`config.mk`:
```
export PLATFORM = sky130hd
export DESIGN_NAME = id_stage
export DESIGN_NICKNAME = d
export VERILOG_FILES = /design/src/logic/alu_pkg.sv /design/src/logic/isa_pkg.sv /design/src/logic/decode_merge.sv /design/src/logic/id_stage.sv /design/src/logic/itype_decode.sv /design/src/logic/operand_select.sv /design/src/logic/rtype_decode.sv
export SDC_FILE = /design/constraint.sdc
export NUM_CORES = 1
export LEC_CHECK = 0
export ABC_AREA = 1
export BUFFER_PORTS_ARGS = -buffer_cell sky130_fd_sc_hd__buf_2
export CAP_MARGIN = 20
export CORE_UTILIZATION = 35
export DETAILED_ROUTE_END_ITERATION = 12
export PLACE_DENSITY = 0.67
export SLEW_MARGIN = 20
export SYNTH_ARGS = -nofsm -noshare
export SYNTH_HDL_FRONTEND = slang
export SYNTH_SLANG_ARGS = --single-unit
```
`constraint.sdc`:
```
create_clock -name vclk -period 4.3
set_input_delay 0.645 -clock vclk [all_inputs]
set_output_delay 0.645 -clock vclk [all_outputs]
set_load 0.005 [all_outputs]
```
`src/logic/alu_pkg.sv`:
```
package alu_pkg;

    localparam int DATA_W = 32;
    localparam int ADDR_W = 5;

    localparam int ALUOP_W = 8;
    localparam int ALUSEL_W = 3;

    typedef logic [ALUOP_W-1:0] aluop_t;
    typedef logic [ALUSEL_W-1:0] alusel_t;

    // ALU operations, low bits follow the function code where one exists
    localparam aluop_t ALUOP_NOP = 8'b0000_0000;
    localparam aluop_t ALUOP_AND = 8'b0010_0100;
    localparam aluop_t ALUOP_OR = 8'b0010_0101;
    localparam aluop_t ALUOP_XOR = 8'b0010_0110;
    localparam aluop_t ALUOP_NOR = 8'b0010_0111;
    localparam aluop_t ALUOP_SLL = 8'b0111_1100;
    localparam aluop_t ALUOP_SRL = 8'b0000_0010;
    localparam aluop_t ALUOP_SRA = 8'b0000_0011;
    localparam aluop_t ALUOP_MOVZ = 8'b0000_1010;
    localparam aluop_t ALUOP_MOVN = 8'b0000_1011;

    // Result select for the execute stage
    localparam alusel_t SEL_NOP = 3'b000;
    localparam alusel_t SEL_LOGIC = 3'b001;
    localparam alusel_t SEL_SHIFT = 3'b010;
    localparam alusel_t SEL_MOVE = 3'b011;

endpackage

```
`src/logic/isa_pkg.sv`:
```
package isa_pkg;

    localparam int INST_W = 32;
    localparam int OP_W = 6;
    localparam int FUNCT_W = 6;
    localparam int REG_FIELD_W = 5;
    localparam int SHAMT_W = 5;
    localparam int IMM_W = 16;

    typedef logic [OP_W-1:0] op_t;
    typedef logic [FUNCT_W-1:0] funct_t;

    // Primary opcodes
    localparam op_t OP_SPECIAL = 6'd0;
    localparam op_t OP_ANDI = 6'd12;
    localparam op_t OP_ORI = 6'd13;
    localparam op_t OP_XORI = 6'd14;
    localparam op_t OP_LUI = 6'd15;
    localparam op_t OP_PREF = 6'd51;

    // SPECIAL function codes
    localparam funct_t FN_SLL = 6'd0;
    localparam funct_t FN_SRL = 6'd2;
    localparam funct_t FN_SRA = 6'd3;
    localparam funct_t FN_SLLV = 6'd4;
    localparam funct_t FN_SRLV = 6'd6;
    localparam funct_t FN_SRAV = 6'd7;
    localparam funct_t FN_MOVZ = 6'd10;
    localparam funct_t FN_MOVN = 6'd11;
    localparam funct_t FN_SYNC = 6'd15;
    localparam funct_t FN_AND = 6'd36;
    localparam funct_t FN_OR = 6'd37;
    localparam funct_t FN_XOR = 6'd38;
    localparam funct_t FN_NOR = 6'd39;

    typedef struct packed {
        op_t                    op;
        logic [REG_FIELD_W-1:0] rs;
        logic [REG_FIELD_W-1:0] rt;
        logic [REG_FIELD_W-1:0] rd;
        logic [SHAMT_W-1:0]     shamt;
        funct_t                 funct;
    } r_fmt_t;

    typedef struct packed {
        op_t                    op;
        logic [REG_FIELD_W-1:0] rs;
        logic [REG_FIELD_W-1:0] rt;
        logic [IMM_W-1:0]       imm;
    } i_fmt_t;

    // Same 32 bits, register or immediate layout
    typedef union packed {
        r_fmt_t r;
        i_fmt_t i;
    } inst_word_u;

endpackage

```
`src/logic/decode_merge.sv`:
```
module decode_merge (
    input  logic                        rst_n,
    input  isa_pkg::inst_word_u         inst,
    input  logic                        rtype_hit,
    input  logic                        rtype_rd_en1,
    input  logic                        rtype_rd_en2,
    input  logic                        rtype_wr_en,
    input  logic                        rtype_is_move,
    input  logic                        rtype_is_movn,
    input  alu_pkg::aluop_t             rtype_aluop,
    input  alu_pkg::alusel_t            rtype_alusel,
    input  logic [alu_pkg::DATA_W-1:0]  rtype_imm,
    input  logic                        itype_hit,
    input  logic                        itype_rd_en1,
    input  logic                        itype_wr_en,
    input  alu_pkg::aluop_t             itype_aluop,
    input  alu_pkg::alusel_t            itype_alusel,
    input  logic [alu_pkg::DATA_W-1:0]  itype_imm,
    input  logic [alu_pkg::DATA_W-1:0]  operand1,
    output logic [alu_pkg::ADDR_W-1:0]  rd_addr1,
    output logic [alu_pkg::ADDR_W-1:0]  rd_addr2,
    output logic [alu_pkg::ADDR_W-1:0]  wr_addr,
    output logic                        rd_en1,
    output logic                        rd_en2,
    output logic                        wr_en,
    output alu_pkg::aluop_t             aluop,
    output alu_pkg::alusel_t            alusel,
    output logic [alu_pkg::DATA_W-1:0]  imm
);

    logic move_wr;

    always_comb begin
        rd_addr1 = '0;
        rd_addr2 = '0;
        wr_addr = '0;
        rd_en1 = 1'b0;
        rd_en2 = 1'b0;
        aluop = alu_pkg::ALUOP_NOP;
        alusel = alu_pkg::SEL_NOP;
        imm = '0;
        if (rst_n) begin
            rd_addr1 = inst.r.rs;
            rd_addr2 = inst.r.rt;
            wr_addr = inst.r.rd;                                // rd unless an immediate op hit
            if (rtype_hit) begin
                rd_en1 = rtype_rd_en1;
                rd_en2 = rtype_rd_en2;
                aluop = rtype_aluop;
                alusel = rtype_alusel;
                imm = rtype_imm;
            end else if (itype_hit) begin
                wr_addr = inst.i.rt;
                rd_en1 = itype_rd_en1;
                aluop = itype_aluop;
                alusel = itype_alusel;
                imm = itype_imm;
            end
        end
    end

    // MOVN writes on nonzero rs, MOVZ on zero
    assign move_wr = rtype_is_movn ? (operand1 != '0) : (operand1 == '0);

    always_comb begin
        if (!rst_n) begin
            wr_en = 1'b0;
        end else if (rtype_hit) begin
            wr_en = rtype_is_move ? move_wr : rtype_wr_en;
        end else begin
            wr_en = itype_hit && itype_wr_en;
        end
    end

endmodule

```
`src/logic/id_stage.sv`:
```
module id_stage (
    input  logic                         rst_n,
    input  logic [isa_pkg::INST_W-1:0]   inst_data,
    input  logic [alu_pkg::DATA_W-1:0]   reg_rd_data1,
    input  logic [alu_pkg::DATA_W-1:0]   reg_rd_data2,
    input  logic [alu_pkg::ADDR_W-1:0]   ex_waddr,
    input  logic [alu_pkg::DATA_W-1:0]   ex_wdata,
    input  logic                         ex_wen,
    input  logic [alu_pkg::ADDR_W-1:0]   mem_waddr,
    input  logic [alu_pkg::DATA_W-1:0]   mem_wdata,
    input  logic                         mem_wen,
    output logic [alu_pkg::ADDR_W-1:0]   reg_rd_addr1,
    output logic [alu_pkg::ADDR_W-1:0]   reg_rd_addr2,
    output logic                         reg_rd_en1,
    output logic                         reg_rd_en2,
    output logic [alu_pkg::ADDR_W-1:0]   reg_wr_addr,
    output logic                         reg_wr_en,
    output logic [alu_pkg::DATA_W-1:0]   operand1,
    output logic [alu_pkg::DATA_W-1:0]   operand2,
    output alu_pkg::aluop_t              aluop,
    output alu_pkg::alusel_t             alusel
);

    logic                       rtype_hit;
    logic                       rtype_rd_en1;
    logic                       rtype_rd_en2;
    logic                       rtype_wr_en;
    logic                       rtype_is_move;
    logic                       rtype_is_movn;
    alu_pkg::aluop_t            rtype_aluop;
    alu_pkg::alusel_t           rtype_alusel;
    logic [alu_pkg::DATA_W-1:0] rtype_imm;

    logic                       itype_hit;
    logic                       itype_rd_en1;
    logic                       itype_wr_en;
    alu_pkg::aluop_t            itype_aluop;
    alu_pkg::alusel_t           itype_alusel;
    logic [alu_pkg::DATA_W-1:0] itype_imm;

    logic [alu_pkg::DATA_W-1:0] imm;

    rtype_decode u_rtype (
        .inst    (inst_data),
        .hit     (rtype_hit),
        .rd_en1  (rtype_rd_en1),
        .rd_en2  (rtype_rd_en2),
        .wr_en   (rtype_wr_en),
        .is_move (rtype_is_move),
        .is_movn (rtype_is_movn),
        .aluop   (rtype_aluop),
        .alusel  (rtype_alusel),
        .imm     (rtype_imm)
    );

    itype_decode u_itype (
        .inst   (inst_data),
        .hit    (itype_hit),
        .rd_en1 (itype_rd_en1),
        .wr_en  (itype_wr_en),
        .aluop  (itype_aluop),
        .alusel (itype_alusel),
        .imm    (itype_imm)
    );

    decode_merge u_merge (
        .rst_n         (rst_n),
        .inst          (inst_data),
        .rtype_hit     (rtype_hit),
        .rtype_rd_en1  (rtype_rd_en1),
        .rtype_rd_en2  (rtype_rd_en2),
        .rtype_wr_en   (rtype_wr_en),
        .rtype_is_move (rtype_is_move),
        .rtype_is_movn (rtype_is_movn),
        .rtype_aluop   (rtype_aluop),
        .rtype_alusel  (rtype_alusel),
        .rtype_imm     (rtype_imm),
        .itype_hit     (itype_hit),
        .itype_rd_en1  (itype_rd_en1),
        .itype_wr_en   (itype_wr_en),
        .itype_aluop   (itype_aluop),
        .itype_alusel  (itype_alusel),
        .itype_imm     (itype_imm),
        .operand1      (operand1),                              // Feeds the MOVN/MOVZ test
        .rd_addr1      (reg_rd_addr1),
        .rd_addr2      (reg_rd_addr2),
        .wr_addr       (reg_wr_addr),
        .rd_en1        (reg_rd_en1),
        .rd_en2        (reg_rd_en2),
        .wr_en         (reg_wr_en),
        .aluop         (aluop),
        .alusel        (alusel),
        .imm           (imm)
    );

    operand_select #(
        .DATA_W (alu_pkg::DATA_W),
        .ADDR_W (alu_pkg::ADDR_W)
    ) u_operand1 (
        .rst_n     (rst_n),
        .rd_en     (reg_rd_en1),
        .rd_addr   (reg_rd_addr1),
        .reg_data  (reg_rd_data1),
        .imm       (imm),
        .ex_waddr  (ex_waddr),
        .ex_wdata  (ex_wdata),
        .ex_wen    (ex_wen),
        .mem_waddr (mem_waddr),
        .mem_wdata (mem_wdata),
        .mem_wen   (mem_wen),
        .operand   (operand1)
    );

    operand_select #(
        .DATA_W (alu_pkg::DATA_W),
        .ADDR_W (alu_pkg::ADDR_W)
    ) u_operand2 (
        .rst_n     (rst_n),
        .rd_en     (reg_rd_en2),
        .rd_addr   (reg_rd_addr2),
        .reg_data  (reg_rd_data2),
        .imm       (imm),
        .ex_waddr  (ex_waddr),
        .ex_wdata  (ex_wdata),
        .ex_wen    (ex_wen),
        .mem_waddr (mem_waddr),
        .mem_wdata (mem_wdata),
        .mem_wen   (mem_wen),
        .operand   (operand2)
    );

endmodule

```
`src/logic/itype_decode.sv`:
```
module itype_decode (
    input  isa_pkg::inst_word_u         inst,
    output logic                        hit,
    output logic                        rd_en1,
    output logic                        wr_en,
    output alu_pkg::aluop_t             aluop,
    output alu_pkg::alusel_t            alusel,
    output logic [alu_pkg::DATA_W-1:0]  imm
);

    localparam int PAD_W = alu_pkg::DATA_W - isa_pkg::IMM_W;

    logic [alu_pkg::DATA_W-1:0] imm_low;
    logic [alu_pkg::DATA_W-1:0] imm_high;

    assign imm_low = {{PAD_W{1'b0}}, inst.i.imm};
    assign imm_high = {inst.i.imm, {PAD_W{1'b0}}};

    always_comb begin
        hit = 1'b1;
        rd_en1 = 1'b1;                                          // rs against the immediate
        wr_en = 1'b1;
        aluop = alu_pkg::ALUOP_NOP;
        alusel = alu_pkg::SEL_LOGIC;
        imm = imm_low;
        case (inst.i.op)
            isa_pkg::OP_ORI: begin
                aluop = alu_pkg::ALUOP_OR;
            end
            isa_pkg::OP_ANDI: begin
                aluop = alu_pkg::ALUOP_AND;
            end
            isa_pkg::OP_XORI: begin
                aluop = alu_pkg::ALUOP_XOR;
            end
            isa_pkg::OP_LUI: begin
                aluop = alu_pkg::ALUOP_OR;
                imm = imm_high;
            end
            isa_pkg::OP_PREF: begin
                rd_en1 = 1'b0;                                  // Prefetch hint, nothing to do
                wr_en = 1'b0;
                imm = '0;
            end
            default: begin
                hit = 1'b0;
                rd_en1 = 1'b0;
                wr_en = 1'b0;
                alusel = alu_pkg::SEL_NOP;
                imm = '0;
            end
        endcase
    end

endmodule

```
`src/logic/operand_select.sv`:
```
module operand_select #(
    parameter int DATA_W = 32,
    parameter int ADDR_W = 5
) (
    input  logic              rst_n,
    input  logic              rd_en,
    input  logic [ADDR_W-1:0] rd_addr,
    input  logic [DATA_W-1:0] reg_data,
    input  logic [DATA_W-1:0] imm,
    input  logic [ADDR_W-1:0] ex_waddr,
    input  logic [DATA_W-1:0] ex_wdata,
    input  logic              ex_wen,
    input  logic [ADDR_W-1:0] mem_waddr,
    input  logic [DATA_W-1:0] mem_wdata,
    input  logic              mem_wen,
    output logic [DATA_W-1:0] operand
);

    logic ex_hit;
    logic mem_hit;

    assign ex_hit = rd_en && ex_wen && (rd_addr == ex_waddr);
    assign mem_hit = rd_en && mem_wen && (rd_addr == mem_waddr);

    // Youngest result wins
    always_comb begin
        if (!rst_n) begin
            operand = '0;
        end else if (ex_hit) begin
            operand = ex_wdata;
        end else if (mem_hit) begin
            operand = mem_wdata;
        end else if (rd_en) begin
            operand = reg_data;
        end else begin
            operand = imm;                                      // Port unused, carry the immediate
        end
    end

endmodule

```
`src/logic/rtype_decode.sv`:
```
module rtype_decode (
    input  isa_pkg::inst_word_u         inst,
    output logic                        hit,
    output logic                        rd_en1,
    output logic                        rd_en2,
    output logic                        wr_en,
    output logic                        is_move,
    output logic                        is_movn,
    output alu_pkg::aluop_t             aluop,
    output alu_pkg::alusel_t            alusel,
    output logic [alu_pkg::DATA_W-1:0]  imm
);

    logic shift_imm;

    // Shift amount comes from the shamt field, rs must be zero
    assign shift_imm = (inst.r.rs == '0) &&
                       ((inst.r.funct == isa_pkg::FN_SLL) ||
                        (inst.r.funct == isa_pkg::FN_SRL) ||
                        (inst.r.funct == isa_pkg::FN_SRA));

    always_comb begin
        hit = 1'b0;
        rd_en1 = 1'b0;
        rd_en2 = 1'b0;
        wr_en = 1'b0;
        is_move = 1'b0;
        is_movn = 1'b0;
        aluop = alu_pkg::ALUOP_NOP;
        alusel = alu_pkg::SEL_NOP;
        imm = '0;
        if (inst.r.op == isa_pkg::OP_SPECIAL) begin
            if (shift_imm) begin
                hit = 1'b1;
                rd_en2 = 1'b1;                                  // Shifted value from rt
                wr_en = 1'b1;
                alusel = alu_pkg::SEL_SHIFT;
                imm = {{(alu_pkg::DATA_W-isa_pkg::SHAMT_W){1'b0}}, inst.r.shamt};
                case (inst.r.funct)
                    isa_pkg::FN_SRL: aluop = alu_pkg::ALUOP_SRL;
                    isa_pkg::FN_SRA: aluop = alu_pkg::ALUOP_SRA;
                    default:         aluop = alu_pkg::ALUOP_SLL;
                endcase
            end else if (inst.r.shamt == '0) begin
                hit = 1'b1;
                rd_en1 = 1'b1;
                rd_en2 = 1'b1;
                wr_en = 1'b1;
                case (inst.r.funct)
                    isa_pkg::FN_OR: begin
                        aluop = alu_pkg::ALUOP_OR;
                        alusel = alu_pkg::SEL_LOGIC;
                    end
                    isa_pkg::FN_AND: begin
                        aluop = alu_pkg::ALUOP_AND;
                        alusel = alu_pkg::SEL_LOGIC;
                    end
                    isa_pkg::FN_XOR: begin
                        aluop = alu_pkg::ALUOP_XOR;
                        alusel = alu_pkg::SEL_LOGIC;
                    end
                    isa_pkg::FN_NOR: begin
                        aluop = alu_pkg::ALUOP_NOR;
                        alusel = alu_pkg::SEL_LOGIC;
                    end
                    isa_pkg::FN_SLLV: begin
                        aluop = alu_pkg::ALUOP_SLL;
                        alusel = alu_pkg::SEL_SHIFT;
                    end
                    isa_pkg::FN_SRLV: begin
                        aluop = alu_pkg::ALUOP_SRL;
                        alusel = alu_pkg::SEL_SHIFT;
                    end
                    isa_pkg::FN_SRAV: begin
                        aluop = alu_pkg::ALUOP_SRA;
                        alusel = alu_pkg::SEL_SHIFT;
                    end
                    isa_pkg::FN_MOVN: begin
                        aluop = alu_pkg::ALUOP_MOVN;
                        alusel = alu_pkg::SEL_MOVE;
                        is_move = 1'b1;                         // Write decided from rs value
                        is_movn = 1'b1;
                    end
                    isa_pkg::FN_MOVZ: begin
                        aluop = alu_pkg::ALUOP_MOVZ;
                        alusel = alu_pkg::SEL_MOVE;
                        is_move = 1'b1;
                    end
                    isa_pkg::FN_SYNC: begin
                        rd_en1 = 1'b0;                          // Treated as a no-op
                        wr_en = 1'b0;
                    end
                    default: begin
                        hit = 1'b0;
                        rd_en1 = 1'b0;
                        rd_en2 = 1'b0;
                        wr_en = 1'b0;
                    end
                endcase
            end
        end
    end

endmodule

```
==> reports/metrics.yaml <==
final_cells: 1392
area_growth_pct: 32.3
cp_slowest_cell: "buf_4"
rows: 41
wl_met2_mm: 10.3
ys_warn_count: 0
synth_area_leaders: "nand2_1 (27%), inv_1 (16%), o21ai_0 (7.8%)"
wl_per_cell_um: 15.4
drt-total-wl_mm: 21.5
nClkBuffers: 0
via_per_inst: 5.04
place_inst: 1392
wl_met1_mm: 8.90
antenna_found_initial: 0
antenna_cells: 0
tns_ns: 0
gp_congestion: 0.999
nNetsFinal: 1395
leakage_nw: 4.27
crit_top_cell: "nand2_1"
yosysSeqAreaShare_pct: 0
clockPowerShare_pct: 0
drc: 0
grt_max_degree: 44
drive_above_1_share_pct: 27.0
grt_pass1_wl_mm: 32.5
cp.required_ns: 3.65
crit_chain: "buf_2 > clkinvlp_4 > nand4_1 > nor2_1 > nand2_2 > nand2_4 > nand2_8 > nand2_4 > nor2_8 > buf_4 > nand3_1 > nand2_1 > inv_1 > nand2_1 > nand2_1 > nor2_1 > nand2_1 > nor2_1 > nand2_1 > nand2_1 > nand3_1 > a21oi_1 > buf_2"
hold_depth: 4
synth_area_leader_cell: "nand2_1"
path_class: "primary input to output pin"
status: "complete, no violations"
crit_arrival_ns: 3.44
finalPower_uw: 313
port_buffers: 264
min_period_ns: 4.08
period_share_pct: 95.0
grtUsageTotal_pct: 31.3
cpPeakStageDelay_ns: 0.30
pwr_density_cell_nw_per_um2: 52.5
irDropWorstVdd_mv: 0.0256
start_kind: "primary input"
syn_area_sq_um: 4500
design.seq.count: 0
drv_cap: 0
slew_headroom_pct: 56.1
combPwrFrac_pct: 100.0
first_pass_iters: 5
switchingPower_uw: 191
synth.avg_cell_area_sq_um: 4.56
setup_viol: 0
netlist_instances: 988
max_freq_ghz: 0.245
slew_viol_final: 0
swShare_pct: 60.9
dieArea_sq_um: 13300
io_pins: 266
gr-total-overflow: 0
internal_power_uw: 122
synth_cell_type_count: 40
die_w_um: 115
seq_power_share_pct: 0
grt_pass1_vias: 6506
crit_path_end_kind: "output pin"
core_sq_um: 12600
num_vias: 7010
hold_class: "primary input to output pin"
ant_nets: 0
regArea_sq_um: 0
worst-path-max-fanout: 27
cts_resized: 0
cts_setup_buffers: 0
die_y_um: 115
hold_buffers: 0
first_iter_violations: 678
crit_start: "inst_data[8]"
rsz0062_at_grt: "false"
hold_violations: 0
dp_hpwl_mm: 17.7
wl_met3_mm: 1.55
floorplan.initialDensity_pct: 35.8
synth_top_area_share_pct: 27.2
critPathCapture: "reg_wr_en"
tightestPinTransition_ns: 0.658
maxUsedRoutingLayer: "met4"
-- power groups by stage --
stage	registers, mW	clock network (mW)	logic [mW]
6_report	0	0	0.313
3_3_place_gp	0	0	0.307
2_1_floorplan	0	0	0.153
5_1_grt	0	0	0.347
3_5_place_dp	0	0	0.306
4_1_cts	0	0	0.308
-- cell type report --
class,instances,area (sq um)
inverters,203,769
fillers,1492,6610
multi-input cells,729,3460
well taps,172,215
repair buffers,288,1510
-- critical path: cells and delay by family --
kind,cells,cell delay (ns)
buffers and inverters,5,0.76
and+or+nand+nor,17,1.83
AOI/OAI and AO/OA,1,0.20
-- how the worst min path moves through the flow --
stage | to | slack [ns] | from
floorplan | operand2[22] | 1.40 | ex_wdata[22]
global placement | operand2[16] | 1.62 | ex_wdata[16]
detailed placement | operand2[26] | 1.62 | ex_wdata[26]
global route | operand2[26] | 1.64 | ex_wdata[26]
finish | operand2[29] | 1.62 | ex_wdata[29]
CTS | operand2[25] | 1.62 | ex_wdata[25]
-- stage by stage --
stage	hold WS [ns]	util (%)	cell area (sq um)	setup slack (ns)
3_3_place_gp	1.62	47.2	5940	0.124
3_5_place_dp	1.62	47.2	5940	0.184
2_1_floorplan	1.40	-	4510	1.07
4_1_cts	1.62	47.2	5940	0.166
6_report	1.62	47.4	5960	0.217
5_1_grt	1.64	47.4	5960	0.00793
-- per-layer routing --
metal / track usage [%] / up-vias
met5: 0 / -
met4: 10.4 / 0
met3: 1.36 / 48
met2: 57.6 / 357
met1: 39.0 / 3069
li1: - / 3536
-- cell usage after synthesis --
cell type / instances
buf_6: 6
xor2_1: 7
buf_2: 11
nand2_1: 326
nor3_1: 12
a211oi_1: 12
nor4_1: 3
nor3b_1: 1
o22ai_1: 6
buf_1: 6
nand2_2: 8
nor3_4: 1
nor4_4: 1
o211ai_1: 2
nand2_4: 4
o21ai_0: 70
nand3_1: 57
nand3_2: 4
conb_1: 1
nand4_1: 21
nand2_8: 1
nand3b_1: 9
a31oi_1: 1
o31ai_1: 1
nor2_4: 1
a221oi_1: 1
nand3_4: 2
buf_4: 7
inv_2: 11
clkinv_1: 2
xnor2_1: 1
o21bai_2: 2
nor2_2: 3
a21oi_1: 67
clkbuf_1: 27
o21ai_1: 16
nor2_1: 84
o2111ai_1: 1
inv_1: 190
nor2_8: 2
-- logic make-up after synthesis --
logic type | synth area share [%]
xor+xnor | 1.56
other cells | 0.0833
simple gates | 53.4
compound gates | 21.4
buf+inv | 23.6
-- cells in the final DEF (no fill, tap or decap), types with 6 or more instances in the layout --
cell type / netlist / final
nand2_1: 326 / 326
nand3b_1: 9 / 9
xor2_1: 7 / 7
nand3_1: 57 / 57
nand2_2: 8 / 6
a211oi_1: 12 / 12
nor3_1: 12 / 12
buf_4: 7 / 23
o21ai_1: 16 / 16
nand4_1: 21 / 21
nor2_1: 84 / 84
buf_2: 11 / 264
inv_1: 190 / 188
nand2_4: 4 / 6
a21oi_1: 67 / 67
inv_2: 11 / 11
o22ai_1: 6 / 6
o21ai_0: 70 / 70
(Power assumes the default switching activity.)
